### src/l2_front_defines.svh
/*
 * L2 request front end configuration
 * Core count and the address and line widths shared by every block
 */

`ifndef L2_FRONT_DEFINES_SVH
`define L2_FRONT_DEFINES_SVH

// Number of cores that present requests
`define NUM_CORES 4

// Cache-line address width
`define ADDR_BITS 26

// One cache line of data
`define LINE_BITS 128

`endif

### src/l2_front_pkg.sv
/*
 * L2 front end types
 * Request packets, line data and the restart bundle that the
 * bus interface sends back after a miss
 */

`default_nettype none

`include "l2_front_defines.svh"

package l2_front_pkg;

	// Index of a requesting core
	typedef logic [$clog2(`NUM_CORES) - 1:0] core_id_t;

	// Request kinds a core can issue
	typedef enum logic [2:0]
	{
		L2REQ_LOAD,
		L2REQ_STORE,
		L2REQ_FLUSH,
		L2REQ_IINVALIDATE,
		L2REQ_DINVALIDATE
	} l2req_type_t;

	// One full line of data
	typedef logic [`LINE_BITS - 1:0] cache_line_data_t;

	// Request packet as seen by the tag stage
	typedef struct packed
	{
		logic valid;
		l2req_type_t packet_type;
		core_id_t core;
		logic [3:0] id;                  // Transaction tag
		logic [`ADDR_BITS - 1:0] address;
		cache_line_data_t store_data;
	} l2req_packet_t;

	// Restarted request with its fill data from memory
	typedef struct packed
	{
		l2req_packet_t request;
		cache_line_data_t data;
		logic collided_miss;             // Another miss already filled this line
	} l2_restart_t;

endpackage

`default_nettype wire

### src/restart_slot.sv
/*
 * Restart holding slot
 * Keeps one restarted request and its line data from the bus
 * interface until the arbitration stage takes it
 */

`timescale 1ns/1ps
`default_nettype none

`include "l2_front_defines.svh"

module restart_slot
	import l2_front_pkg::*;
	(
	input wire logic clk,
	input wire logic reset,

	// From bus interface, single-cycle strobe
	input wire logic restart_strobe,
	input wire l2_restart_t restart,

	// To and from arbitration stage
	input wire logic take,
	output logic pending,
	output l2_restart_t pending_restart
	);

	// Occupancy flag
	always_ff @(posedge clk, posedge reset)
	begin
		if (reset)
			pending <= 1'b0;
		else if (restart_strobe)
		begin
			// New strobe wins over a take in the same cycle
			pending <= 1'b1;
		end
		else if (take)
			pending <= 1'b0;
	end

	// Held restart, loaded only on the strobe
	always_ff @(posedge clk)
	begin
		if (restart_strobe)
			pending_restart <= restart;
	end

endmodule

`default_nettype wire

### config.mk
export PLATFORM = sky130hd
export DESIGN_NAME = restart_slot
export DESIGN_NICKNAME = d
export VERILOG_FILES = /design/src/l2_front_pkg.sv /design/src/restart_slot.sv
export VERILOG_INCLUDE_DIRS = /design/src
export SDC_FILE = /design/constraint.sdc
export NUM_CORES = 1
export LEC_CHECK = 0
export BUFFER_PORTS_ARGS = -buffer_cell sky130_fd_sc_hd__buf_2
export CORE_AREA = 2 2 227 229
export DETAILED_ROUTE_END_ITERATION = 10
export DIE_AREA = 0 0 229 231
export GPL_TIMING_DRIVEN = 0
export HOLD_SLACK_MARGIN = 0.03
export PLACE_DENSITY = 0.5
export RECOVER_POWER = 50
export SLEW_MARGIN = 20
export SYNTH_ARGS = -nofsm -noshare
export SYNTH_HDL_FRONTEND = slang
export SYNTH_SLANG_ARGS = --single-unit
### constraint.sdc
create_clock -name clk -period 1.2 [get_ports clk]
set_input_delay 0 -clock clk [delete_from_list [all_inputs] [get_ports clk]]
set_output_delay 0 -clock clk [all_outputs]
set_load 0.02 [all_outputs]
==> impl_metrics.env <==
export IMPL_ioPinCount=591
export IMPL_critical_path_slowest_cell="edfxtp_1"
export IMPL_via_per_inst=3.48
export IMPL_ys_top_cells_by_area="edfxtp_1, dfrtp_1, a21o_1"
export IMPL_setup_viol=0
export IMPL_clk_pin_slew_ns=0.06
export IMPL_start_util_pct=17.4
export IMPL_p_leak_nw=7.01
export IMPL_route_detailed_drc=0
export IMPL_synth_top_cell_area_share_pct=99.5
export IMPL_grt_overflow_total=0
export IMPL_vdd_drop_max_mv=1.02
export IMPL_path_buf_inv=1
export IMPL_clockBufferDepth=3
export IMPL_cts_inserted_buffers=36
export IMPL_place_gp_congestion=0.788
export IMPL_core_rowCount=83
export IMPL_grt_pass1_vias=7319
export IMPL_relSlewSlack_pct=42.3
export IMPL_cp_required_ns=1.20
export IMPL_grt_max_degree=102
export IMPL_die_w_um=229
export IMPL_netlist_instances=297
export IMPL_vias=6724
export IMPL_status="finished clean"
export IMPL_crit_path_end_kind="primary output"
export IMPL_place_ws_ns=-0.0923
export IMPL_coreArea_mm2=0.0507
export IMPL_yosysWarnings=0
export IMPL_routedWlPerCell_um=15.8
export IMPL_syn_to_final_growth_pct=90.9
export IMPL_final_nets=1521
export IMPL_min_path_type="in2reg"
export IMPL_finalPower_mw=26.8
export IMPL_ys_ff_latch=294
export IMPL_die_height_um=231
export IMPL_cts_root_buf="clkbuf_16"
export IMPL_post_route_period_util_pct=95.9
export IMPL_critPathTopFamily="flip-flops"
export IMPL_start_kind="flop"
export IMPL_crit_type="reg2out"
export IMPL_final_common_cell="buf_2"
export IMPL_critical_path_max_fanout=1
export IMPL_clock_latency_ns=0.53
export IMPL_crit_chain="buf_6"
export IMPL_drtAntennaViolNets=0
export IMPL_min_period_ns=1.15
export IMPL_grtUsageTotal_pct=11.0
export IMPL_synth_seq_area_share_pct=99.8
export IMPL_cts_sinks=294
export IMPL_drive_gt1_share_pct=49.9
export IMPL_pwr_density_cell_mw_per_mm2=1590
export IMPL_die_area_mm2=0.0529
export IMPL_post_cts_buffers=0
export IMPL_cts_tree="built"
export IMPL_port_buffers=590
export IMPL_drt_iter0_markers=212
export IMPL_fmax_ghz=0.869
export IMPL_routed_wl_um=30700
export IMPL_postCtsHoldBufs=296
export IMPL_avgSynthCellArea_um2=29.8
export IMPL_syn_area_mm2=0.00884
export IMPL_finalMaxSlewViolations=0
export IMPL_rsz0062_at_grt="true"
export IMPL_maxCapViolCount=0
export IMPL_max_stage_delay_ns=0.44
export IMPL_hpwlAfterDp_um=20200
export IMPL_ys_types=4
export IMPL_hold_viol_final=0
export IMPL_synth_nets=594
export IMPL_fin_skew_ns=0
export IMPL_worst_slew_pin_slew_ns=0.866
export IMPL_crit_arrival_ns=1.15
export IMPL_htreeDepth=2
export IMPL_antenna_found_initial=6
export IMPL_layout_common_cells="buf_2, dlygate4sd3_1, edfxtp_1"
export IMPL_yosysTopAreaCell="edfxtp_1"
export IMPL_dr_pass1_iters=4
export IMPL_fin_ws_ns=0.0488
export IMPL_grt_pass1_wl_um=43500
==> through the flow <==
step,hold WS (ns),area [µm²],cells,TNS [ns],utilization [%]
floorplan,-0.271,8840,297,0,-
global placement,-0.164,12600,1567,-1215.88,24.9
detailed placement,-0.163,12700,1570,-7.51,25.1
CTS,-0.125,16900,1932,-0.0440,33.4
global route,0.130,16900,1933,-0.0149,33.3
finish,0.163,16900,1934,0,33.3
==> logic make-up after synthesis <==
logic type | share of synthesized area [%]
AOI/OAI and AO/OA | 0.0850
buffers and inverters | 0.0850
DFF | 99.8
==> report_power, final <==
group | leakage (nW) | internal, mW | total, mW | switching [mW]
registers | 2.88 | 12.2 | 12.4 | 0.223
clock network | 0.580 | 6.56 | 11.0 | 4.43
logic | 3.55 | 1.51 | 3.41 | 1.90
total | 7.01 | 20.3 | 26.8 | 6.56
==> state kept, by name (all words and copies together), names as in the netlist <==
register and count:
pending 1, pending_restart 293
==> cell type report <==
cell class / count / area, µm²
fill: 4933 / 33800
sequential: 294 / 8820
timing repair buffer: 889 / 6000
clock buffer: 43 / 948
tap: 680 / 851
clock inverter: 23 / 234
multi-input combinational: 1 / 7.51
inverter: 2 / 7.51
antenna: 2 / 5.00
==> metal layers <==
| layer | vias up | global-route usage (%) | wire, µm |
|---|---|---|---|
| li1 | 3083 | - | - |
| met1 | 3220 | 11.8 | 11200 |
| met2 | 346 | 19.3 | 15800 |
| met3 | 67 | 4.26 | 2620 |
| met4 | 8 | 4.67 | 912 |
| met5 | - | 0 | 47 |
==> cells in the mapped netlist <==
| cell type | count |
|---|---|
| inv_1 | 2 |
| a21o_1 | 1 |
| edfxtp_1 | 293 |
| dfrtp_1 | 1 |
==> timing repair <==
action,CTS,global route
endpoints found under the setup margin,8,3
hold endpoints to repair,347,52
gates resized for setup,16,0
==> worst paths after layout <==
path	slack [ns]	cells past startpoint	start	to
min in group asynchronous	0.43	4	reset	pending
worst min register to register	0.49	1	pending	pending
worst max-delay path	0.05	1	pending_restart[203]	pending_restart[203]
max in group asynchronous	0.68	4	reset	pending
worst min-delay path	0.16	2	restart[209]	pending_restart[209]
worst max register to register	0.56	1	pending	pending
No activity file was read; power rests on OpenSTA's default activity.
