`src/l2_front_defines.svh`:
```
/*
 * L2 request front end configuration
 * Core count and the address and line widths shared by every block
 */

`ifndef L2_FRONT_DEFINES_SVH
`define L2_FRONT_DEFINES_SVH

// Number of cores that present requests
`define NUM_CORES 4

// Cache-line address width
`define ADDR_BITS 26

// One cache line of data
`define LINE_BITS 128

`endif

```
`src/l2_front_pkg.sv`:
```
/*
 * L2 front end types
 * Request packets, line data and the restart bundle that the
 * bus interface sends back after a miss
 */

`default_nettype none

`include "l2_front_defines.svh"

package l2_front_pkg;

	// Index of a requesting core
	typedef logic [$clog2(`NUM_CORES) - 1:0] core_id_t;

	// Request kinds a core can issue
	typedef enum logic [2:0]
	{
		L2REQ_LOAD,
		L2REQ_STORE,
		L2REQ_FLUSH,
		L2REQ_IINVALIDATE,
		L2REQ_DINVALIDATE
	} l2req_type_t;

	// One full line of data
	typedef logic [`LINE_BITS - 1:0] cache_line_data_t;

	// Request packet as seen by the tag stage
	typedef struct packed
	{
		logic valid;
		l2req_type_t packet_type;
		core_id_t core;
		logic [3:0] id;                  // Transaction tag
		logic [`ADDR_BITS - 1:0] address;
		cache_line_data_t store_data;
	} l2req_packet_t;

	// Restarted request with its fill data from memory
	typedef struct packed
	{
		l2req_packet_t request;
		cache_line_data_t data;
		logic collided_miss;             // Another miss already filled this line
	} l2_restart_t;

endpackage

`default_nettype wire

```
`src/l2_cache_arb.sv`:
```
/*
 * L2 request arbitration stage
 * Chooses between a pending restart and the granted core request,
 * drives core ready and registers the packet for the tag stage
 */

`timescale 1ns/1ps
`default_nettype none

`include "l2_front_defines.svh"

module l2_cache_arb
	import l2_front_pkg::*;
	(
	input wire logic clk,
	input wire logic reset,

	// Cores
	input wire l2req_packet_t core_request[`NUM_CORES],
	output logic core_ready[`NUM_CORES],

	// Bus interface
	input wire logic bus_stall,

	// Restart slot
	input wire logic pending,
	input wire l2_restart_t pending_restart,
	output logic take,

	// Arbiter
	output logic [`NUM_CORES - 1:0] request,
	output logic advance,
	input wire logic [`NUM_CORES - 1:0] grant_oh,
	input wire core_id_t grant_idx,

	// Tag stage
	output l2req_packet_t l2a_request,
	output cache_line_data_t l2a_data_from_memory,
	output logic l2a_is_l2_fill,
	output logic l2a_is_restarted_flush
	);

	logic can_accept;
	logic is_restarted_flush;
	l2req_packet_t grant_request;

	// Cores wait while a restart is held or the bus is stalled
	assign can_accept = !pending && !bus_stall;
	assign advance = can_accept;

	// A held restart always leaves on the next edge
	assign take = pending;

	assign is_restarted_flush = pending_restart.request.packet_type == L2REQ_FLUSH;

	// Valid bits feed the arbiter, ready comes back from the grant
	always_comb
	begin
		for (int i = 0; i < `NUM_CORES; i++)
		begin
			request[i] = core_request[i].valid;
			core_ready[i] = grant_oh[i] && can_accept;
		end
	end

	assign grant_request = core_request[grant_idx];

	always_ff @(posedge clk, posedge reset)
	begin
		if (reset)
		begin
			l2a_request <= '0;
			l2a_data_from_memory <= '0;
			l2a_is_l2_fill <= 1'b0;
			l2a_is_restarted_flush <= 1'b0;
		end
		else if (pending)
		begin
			// Restarted request comes first
			l2a_request <= pending_restart.request;
			l2a_request.valid <= 1'b1;
			l2a_data_from_memory <= pending_restart.data;
			// Collided miss means the line is already there
			l2a_is_l2_fill <= !pending_restart.collided_miss && !is_restarted_flush;
			l2a_is_restarted_flush <= is_restarted_flush;
		end
		else if (|grant_oh && can_accept)
		begin
			// New core request
			l2a_request <= grant_request;
			l2a_data_from_memory <= '0;
			l2a_is_l2_fill <= 1'b0;
			l2a_is_restarted_flush <= 1'b0;
		end
		else
		begin
			// Bubble, payload fields keep their last value
			l2a_request.valid <= 1'b0;
			l2a_is_l2_fill <= 1'b0;
			l2a_is_restarted_flush <= 1'b0;
		end
	end

endmodule

`default_nettype wire

```
`config.mk`:
```
export PLATFORM = sky130hd
export DESIGN_NAME = l2_cache_arb
export DESIGN_NICKNAME = d
export VERILOG_FILES = /design/src/l2_front_pkg.sv /design/src/l2_cache_arb.sv
export VERILOG_INCLUDE_DIRS = /design/src
export SDC_FILE = /design/constraint.sdc
export NUM_CORES = 1
export LEC_CHECK = 0
export BUFFER_PORTS_ARGS = -buffer_cell sky130_fd_sc_hd__buf_2
export CAP_MARGIN = 20
export CORE_AREA = 2 2 498 500
export DETAILED_ROUTE_END_ITERATION = 10
export DIE_AREA = 0 0 500 502
export GPL_TIMING_DRIVEN = 0
export PLACE_DENSITY = 0.3
export SYNTH_ARGS = -nofsm -noshare
export SYNTH_HDL_FRONTEND = slang
export SYNTH_SLANG_ARGS = --single-unit
export TNS_END_PERCENT = 100
```
`constraint.sdc`:
```
create_clock -name clk -period 11.4 [get_ports clk]
set_clock_uncertainty 0.15 [all_clocks]
set_input_delay 1.71 -clock clk [delete_from_list [all_inputs] [get_ports clk]]
set_output_delay 1.71 -clock clk [all_outputs]
set_load 0.1 [all_outputs]
```
==> qor.txt, run 1 <==
Critical-path top delay cell -> buf_2
Post-DP Area -> 27100 um^2
Sequential share of power -> 0.264
Yosys reg bits -> 294
CP Class -> in2out
Multi-input gate area -> 8590 um^2
CTS Sinks -> 294
Ranking of synthesized cells by area -> dfrtp_1, mux4_2, mux2_2
Post-Route Setup TNS -> 0 ns
Worst EP arrival -> 4.09 ns
Rows -> 182
Mean post-synth cell area -> 16.1 um^2
Horiz. Die Dim -> 500 um
Reg2reg start -> l2a_request[27]
CTS max path bufs -> 3
Distinct cells, synth -> 19
Post-Syn Area -> 16600 um^2
DP HPWL -> 152000 um
Drt first pass iters -> 5
Switching portion of total power -> 0.449
Area Growth Syn to Fin -> 73.5%
Worst path cell trace -> buf_2 -> buf_2 -> nor2_1 -> and2_1 -> buf_2
Clock power share -> 0.340
# setup viols final -> 0
Critical Path RT -> 9.54 ns
Crit. End Element -> primary output
Min cycle time layout -> 5.95 ns
Rel. slew slack -> 0.356
Startpoint types -> input port
Status -> finished clean
Final WL -> 171000 um
CTS tree -> yes
Grt ovf -> 0
Yosys warning count -> 0
Reg area -> 7360 um^2
Routed Antenna Nets -> 0
Share of layout cells above drive strength 1 -> 0.796
Pin count of the biggest net entering global routing -> 103
CTS Buf Count -> 48
Worst-Skew Late Latency -> 0.64 ns
Synth top area share -> 0.442
Post-layout nets -> 3306
Worst-margin pin slew -> 0.966 ns
HP Start -> l2a_data_from_memory[108]
Fin area -> 28900 um^2
Crit path from -> pending
Number of antenna violations at the first check in global routing -> 202
Gate Count Post-Synth -> 1032
Starting Density -> 0.0679
Power Density -> 161 nW/um^2
Fmax -> 0.168 GHz
Final-report max-slew violation count -> 0
# Post-CTS Setup Buffers -> 0
DRC -> 0
Placer Congestion -> 0.887
Net Count, Synth -> 1991
IO buf count -> 1258
Full die area -> 251000 um^2
Root Buffer -> clkbuf_16
Hold_buf cts -> 0
Max Cap Viol -> 0
PostCTS Resize Cnt -> 0
Flop-to-flop setup slack -> 10.40 ns
CP max stage delay -> 0.84 ns
Vias in the first global route -> 17700
Top-Level Pins -> 1263
Cell-internal power -> 2.55 mW
Number of fill cells -> 28100
Final Hold Fails -> 0
Most frequent CP cell -> buf_2
Via count -> 16800
RSZ-0062 raised after global routing -> no
Sequential share of the synthesized area -> 0.442
H-tree lvl count -> 2
Peak supply drop -> 0.0816 mV
CP max FO -> 10
Switching pwr -> 2.08 mW
Die Ht -> 502 um
Final worst path period share -> 0.522
Core area -> 245000 um^2
Hold Crit Class -> reg2reg
Clk pin slew, worst setup/hold paths -> 0.05 ns
Combinational power share -> 0.396
Global-route wire length before repair -> 208000 um
WL/cell -> 30.3 um
Leak -> 12.7 nW
Yosys top cell by area -> dfrtp_1
Routed vias/inst -> 2.97
1st-iter DRT viols -> 1051
GRT Total Usage -> 0.131
[path summary, 6_finish.rpt]
| kind | depth (start not counted) | to |
|---|---|---|
| min reg2reg | 1 | l2a_data_from_memory[108] |
| max in group asynchronous | 4 | l2a_request[41] |
| min in group asynchronous | 2 | l2a_request[49] |
| max | 5 | core_ready[0] |
| max reg2reg | 1 | l2a_request[27] |
| min | 1 | l2a_data_from_memory[108] |
[metal layers]
layer	up-vias	GRT usage	routed length [um]
li1	6873	-	-
met5	-	0	463
met3	366	0.0638	21100
met4	66	0.0308	5170
met2	1303	0.220	80000
met1	8179	0.147	64000
[logic make-up (layout without fill, tap and decap cells)]
group | count (synthesis) | after routing | synth area share
compound gates | 132 | 132 | 0.0702
flops | 294 | 294 | 0.442
other cells | 0 | 40 | 0
mux | 484 | 484 | 0.441
simple gates | 14 | 14 | 0.00526
buf+inv | 108 | 1460 | 0.0417
[registers in the layout, summed over array words and instances, names as in the netlist]
register,count
l2a_is_restarted_flush,1
l2a_request,164
l2a_is_l2_fill,1
l2a_data_from_memory,128
[layout make-up]
type / instances / area share
timing repair buffer: 1265 / 0.224
multi-input combinational: 630 / 0.297
antenna: 40 / 0.00347
clock buffer: 62 / 0.0458
buffer: 106 / 0.0241
clock inverter: 25 / 0.0106
tap: 3220 / 0.140
inverter: 2 / 0.000520
sequential: 294 / 0.255
[synthesized netlist by cell type (all sizes together)]
library cell and n:
mux2 320, clkbuf 45, nor2 3, dfrtp 294, or4 1, nor3b 2, and3 3, buf 61
a21oi 1, a221o 3, inv 2, a22o 128, mux4 164, and2 5
[cells in the final DEF (no fill, tap or decap), types with 2 or more instances in the layout]
master / count
a22o_1: 128
nor3b_1: 2
dfrtp_1: 294
bufinv_16: 5
buf_8: 2
clkbuf_1: 45
clkinv_2: 9
buf_16: 4
a221o_1: 3
buf_4: 9
diode_2: 40
and3_1: 3
clkbuf_16: 48
clkbuf_8: 7
inv_6: 4
mux2_2: 309
clkinvlp_4: 4
clkbuf_2: 7
nor2_1: 3
mux2_4: 10
mux4_2: 164
buf_6: 31
and2_1: 5
buf_2: 1277
buf_1: 2
[critical path, delay by kind of cell]
family / cells / cell delay, ns
buffers and inverters: 3 / 1.61
AND/OR/NAND/NOR: 2 / 0.71
[stage by stage]
step	power [mW]	utilization	hold WS [ns]	instances	setup slack, ns
after global routing	4.83	0.117	0.349	5614	5.20
after global placement	3.10	0.110	0.324	5510	-5.17
after CTS	4.75	0.117	0.343	5604	5.14
final	4.64	0.118	0.335	5644	5.45
after floorplan	2.46	-	0.928	1032	1.42
after detailed placement	3.11	0.111	0.324	5517	5.15
[power by group through the flow]
stage	registers, mW	clock network (mW)	logic (mW)
after floorplan	2.09	0	0.374
after global placement	1.24	0	1.86
after detailed placement	1.24	0	1.87
after CTS	1.22	1.66	1.87
after global routing	1.24	1.68	1.91
final	1.22	1.58	1.84
Power figures use the tool's default switching activity.
==> run 2: changes to the inputs <==
- clock period: 11.4 -> 5.02 ns (I/O delays scaled with it)
==> run 2 against run 1 <==
- flip-flop and latch count unchanged
- global-route usage down 0.24 points
- sequential power up 130%
- critical path type unchanged
- largest cell class unchanged
- largest power group unchanged
- highest routed layer unchanged
==> qor.txt, run 2 (synthesis results as in run 1) <==
HP Start -> pending_restart[0]
Share of layout cells above drive strength 1 -> 0.796
Fmax -> 0.259 GHz
Startpoint types -> input port
Fin area -> 28800 um^2
Core Util, Final -> 0.118
Worst path cell trace -> buf_2 -> buf_2 -> nor2_1 -> and2_1 -> buf_2
Crit. End Element -> primary output
Most frequent CP cell -> buf_2
CTS Sinks -> 294
Peak supply drop -> 0.224 mV
Horiz. Die Dim -> 500 um
Min cycle time layout -> 3.87 ns
# setup viols final -> 0
Post-layout nets -> 3312
Hold Crit Class -> in2reg
GRT Total Usage -> 0.128
Via count -> 16800
Max Cap Viol -> 0
Vias in the first global route -> 17700
Starting Density -> 0.0679
Commonest non-fill, non-tap cell in the layout -> buf_2
Placer Congestion -> 0.874
DP HPWL -> 150000 um
DRC -> 0
Rows -> 182
Reg2reg start -> l2a_request[141]
Global-route wire length before repair -> 205000 um
Flop-to-flop setup slack -> 4.05 ns
WL/cell -> 29.7 um
Clk pin slew, worst setup/hold paths -> 0.05 ns
Top-Level Pins -> 1263
Critical-path top delay cell -> buf_2
Final WL -> 168000 um
Worst-Skew Late Latency -> 0.63 ns
CTS max path bufs -> 3
Leak -> 12.7 nW
Reg2Reg Depth -> 1
CP Class -> in2out
Final-report max-slew violation count -> 0
Core area -> 245000 um^2
CP max FO -> 10
Final Hold Fails -> 0
Routed vias/inst -> 2.97
Final worst path period share -> 0.770
Number of flip-flops in the largest register -> 164
Rel. slew slack -> 0.290
Number of antenna violations at the first check in global routing -> 181
# Post-CTS Setup Buffers -> 0
Drt first pass iters -> 4
Grt ovf -> 0
Die Ht -> 502 um
Worst-margin pin slew -> 1.06 ns
Routed Antenna Nets -> 0
Biggest registers after layout -> l2a_request (164), l2a_data_from_memory (128)
End of the worst hold path -> l2a_is_l2_fill
CP max stage delay -> 0.78 ns
Most frequent cells in the layout -> buf_2, mux2_2, dfrtp_1, mux4_2, a22o_1
1st-iter DRT viols -> 905
Full die area -> 251000 um^2
CTS tree -> yes
Hold path depth -> 2
IO buf count -> 1258
Root Buffer -> clkbuf_16
RSZ-0062 raised after global routing -> no
Placed Cells -> 5525
Status -> finished clean
Reg-to-Reg End -> l2a_request[141]
Largest register by flop count -> l2a_request
Crit path from -> pending
Area Growth Syn to Fin -> 73.2%
Layout Cells excl Fill -> 5639
CTS Buf Count -> 45
Post-DP Area -> 27300 um^2
Pin count of the biggest net entering global routing -> 38
Power Density -> 355 nW/um^2
PostCTS Resize Cnt -> 0
H-tree lvl count -> 2
Worst EP arrival -> 2.96 ns
Critical Path RT -> 4.12 ns
## run 2: cell types whose count changed in the layout (fill, tap and decap cells not counted), moves of 2 or more
cell        change
clkinv_2        -3
buf_16          -3
buf_12         +10
clkbuf_1        -2
clkbuf_8        +3
clkinvlp_4      -2
clkbuf_16       -2
bufinv_16       -4
diode_2         -2
## run 2: per-stage QoR
step | setup TNS (ns) | hold WS (ns) | power (mW) | worst slack (ns)
finish | 0 | 0.135 | 10.2 | 1.15
CTS | 0 | 0.0406 | 10.5 | 0.880
global route | 0 | 0.0828 | 10.7 | 0.947
floorplan | 0 | 0.673 | 5.59 | 0.214
global placement | -928.71 | 0.323 | 7.07 | -3.22
detailed placement | 0 | 0.325 | 7.10 | 0.617
## run 2: worst max path at each step
stage,slack (ns),end
final,1.15,core_ready[3]
after global routing,0.95,core_ready[0]
after CTS,0.88,core_ready[0]
after detailed placement,0.62,l2a_data_from_memory[69]
after global placement,-3.22,l2a_data_from_memory[77]
after floorplan,0.21,l2a_data_from_memory[0]
## run 2: worst max-delay path: cells and delay by family
family	cells	cell delay [ns]
and+or+nand+nor	2	0.64
buffers and inverters	3	1.51
## run 2: per-layer routing
metal	vias up	wire length, um	global-route usage
met1	8285	60800	0.139
met5	-	486	0
met4	74	3860	0.0231
met2	1246	81200	0.224
li1	6854	-	-
met3	317	21100	0.0654
## run 2: what timing repair did
item                                   CTS  global route
hold buffers                             1             0
setup endpoints to repair                0             0
endpoints found under the hold margin    1             0
## run 2: final cells by class
type	count	area, um^2
fill	28200	216000
clock buffer	60	1300
antenna	38	95.1
inverter	2	11.3
clock inverter	15	148
sequential	294	7360
multi-input combinational	630	8590
buffer	106	696
tap	3220	4030
timing repair buffer	1274	6600
## run 2: power by group
| part | switching, mW | internal [mW] |
|---|---|---|
| clock network | 1.38 | 1.87 |
| logic | 3.14 | 1.05 |
| registers | 0.150 | 2.63 |
==> run 3: changes to the inputs <==
- clock period: 5.02 -> 3.1 ns (I/O delays scaled with it)
==> run 3 against run 2 <==
- non-clock buffer count up 225
- total power up 72%
- wire length up 3.3%
- register-to-register slack worse by 1.9 ns
- critical path depth unchanged
- combinational power up 69%
- final area up 8.6%
- clock-buffer cell count up 10
- largest power group unchanged
- global-route usage up 0.46 points
==> qor.txt, run 3 (synthesis results as in run 1) <==
Status -> finished clean
Core Util, Final -> 0.128
Final-report max-slew violation count -> 0
Switching pwr -> 7.70 mW
Rel. slew slack -> 0.206
Startpoint types -> input port
Via count -> 17600
Peak supply drop -> 0.354 mV
GRT Total Usage -> 0.133
Clock power share -> 0.340
Layout Cells excl Fill -> 5875
CTS max path bufs -> 3
Die Ht -> 502 um
Routed Antenna Nets -> 0
Min cycle time layout -> 2.85 ns
Drt first pass iters -> 5
Number of antenna violations at the first check in global routing -> 172
Met3 Routed Length -> 17400 um
Core area -> 245000 um^2
Pin count of the biggest net entering global routing -> 36
Post-DP Area -> 27200 um^2
Clk pin slew, worst setup/hold paths -> 0.05 ns
Combinational power share -> 0.403
IO buf count -> 1258
Leak -> 13.7 nW
Critical-path top delay cell -> clkbuf_1
Number of fill cells -> 28100
CTS tree -> yes
Fin area -> 31300 um^2
Horiz. Die Dim -> 500 um
Most frequent CP cell -> mux2_2
Worst-Skew Late Latency -> 0.62 ns
DRC -> 0
Sequential share of power -> 0.257
# setup viols final -> 0
Wl on met1 -> 65500 um
CTS Buf Count -> 47
Fmax -> 0.351 GHz
H-tree lvl count -> 2
Most frequent cells in the layout -> buf_2, mux2_2, dfrtp_1, dlygate4sd3_1, mux4_2
CP max stage delay -> 0.77 ns
Final WL -> 173000 um
Full die area -> 251000 um^2
Crit. End Element -> flip-flop
Commonest non-fill, non-tap cell in the layout -> buf_2
DP HPWL -> 154000 um
Largest register by flop count -> l2a_request
Biggest registers after layout -> l2a_request (164), l2a_data_from_memory (128)
Max layer used -> met5
Hold Crit Class -> in2reg
Final worst path period share -> 0.919
Critical Path RT -> 3.45 ns
Worst-margin pin slew -> 1.19 ns
Starting Density -> 0.0679
Max Cap Viol -> 0
Placer Congestion -> 0.886
Placed Cells -> 5523
CP Class -> in2reg
Global-route wire length before repair -> 214000 um
RSZ-0062 raised after global routing -> no
CTS Sinks -> 294
Number of flip-flops in the largest register -> 164
Top-Level Pins -> 1263
Routed wl met2 -> 84100 um
Worst EP arrival -> 3.20 ns
Worst path cell trace -> buf_2 -> clkbuf_2 -> clkbuf_1 -> mux2_2 -> mux2_2
Routed vias/inst -> 3.00
1st-iter DRT viols -> 875
Vias in the first global route -> 19000
Cell-internal power -> 9.83 mW
Flop-to-flop setup slack -> 2.14 ns
Power Density -> 560 nW/um^2
Switching portion of total power -> 0.439
Post-layout nets -> 3539
Grt ovf -> 0
Share of layout cells above drive strength 1 -> 0.726
Tot Pwr -> 17.5 mW
Rows -> 182
Area Growth Syn to Fin -> 88.1%
Final Hold Fails -> 0
WL/cell -> 29.5 um
CP max FO -> 10
Root Buffer -> clkbuf_16
==> run 3: layout make-up <==
cell class                      count  area, um^2  area share
Sequential cell                   294        7360       0.235
Inverter                            2        11.3    0.000360
Multi-Input combinational cell    630        8600       0.275
Clock inverter                     16         285     0.00911
Antenna cell                       38        95.1     0.00304
Clock buffer                       70        1390      0.0445
Tap cell                         3220        4030       0.129
Buffer                            106         702      0.0224
Timing Repair Buffer             1499        8840       0.282
==> run 3: critical path: cells and delay by family <==
kind | cells | cell delay (ns)
buffers and inverters | 3 | 1.97
muxes | 2 | 0.70
==> run 3: routing by layer <==
layer | vias up | global-route usage
li1 | 7333 | -
met2 | 1232 | 0.232
met4 | 46 | 0.0376
met5 | - | 0
met3 | 322 | 0.0500
met1 | 8694 | 0.150
==> run 3: worst paths after layout <==
check / cells after the start / from / end
min in group asynchronous: 3 / reset / l2a_request[51]
min: 3 / pending_restart[244] / l2a_request[115]
max in group asynchronous: 8 / reset / l2a_request[36]
max reg2reg: 1 / l2a_request[47] / l2a_request[47]
max: 5 / pending / l2a_request[66]
min reg2reg: 1 / l2a_data_from_memory[107] / l2a_data_from_memory[107]
==> run 3: stage by stage <==
stage	setup WS (ns)	hold slack (ns)	setup TNS (ns)
floorplan	-1.42	0.385	-416.93
global placement	-4.92	0.325	-1673.40
detailed placement	-1.01	0.324	-143.26
CTS	0.0874	0.00101	0
global route	0.108	0.0167	0
finish	0.251	0.0824	0
==> run 3: power by group through the flow <==
stage | combinational (mW) | clock, mW | sequential, mW
global route | 7.40 | 6.39 | 4.55
CTS | 7.24 | 6.30 | 4.50
floorplan | 1.38 | 0 | 7.67
global placement | 6.87 | 0 | 4.55
finish | 7.07 | 5.97 | 4.50
detailed placement | 6.90 | 0 | 4.56
==> run 3: repair_timing <==
action | CTS | global route
endpoints found under the hold margin | 269 | 0
buffers inserted | 0 | 0
resized for setup | 3 | 0
hold buffers | 228 | 0
endpoints found under the setup margin | 52 | 0
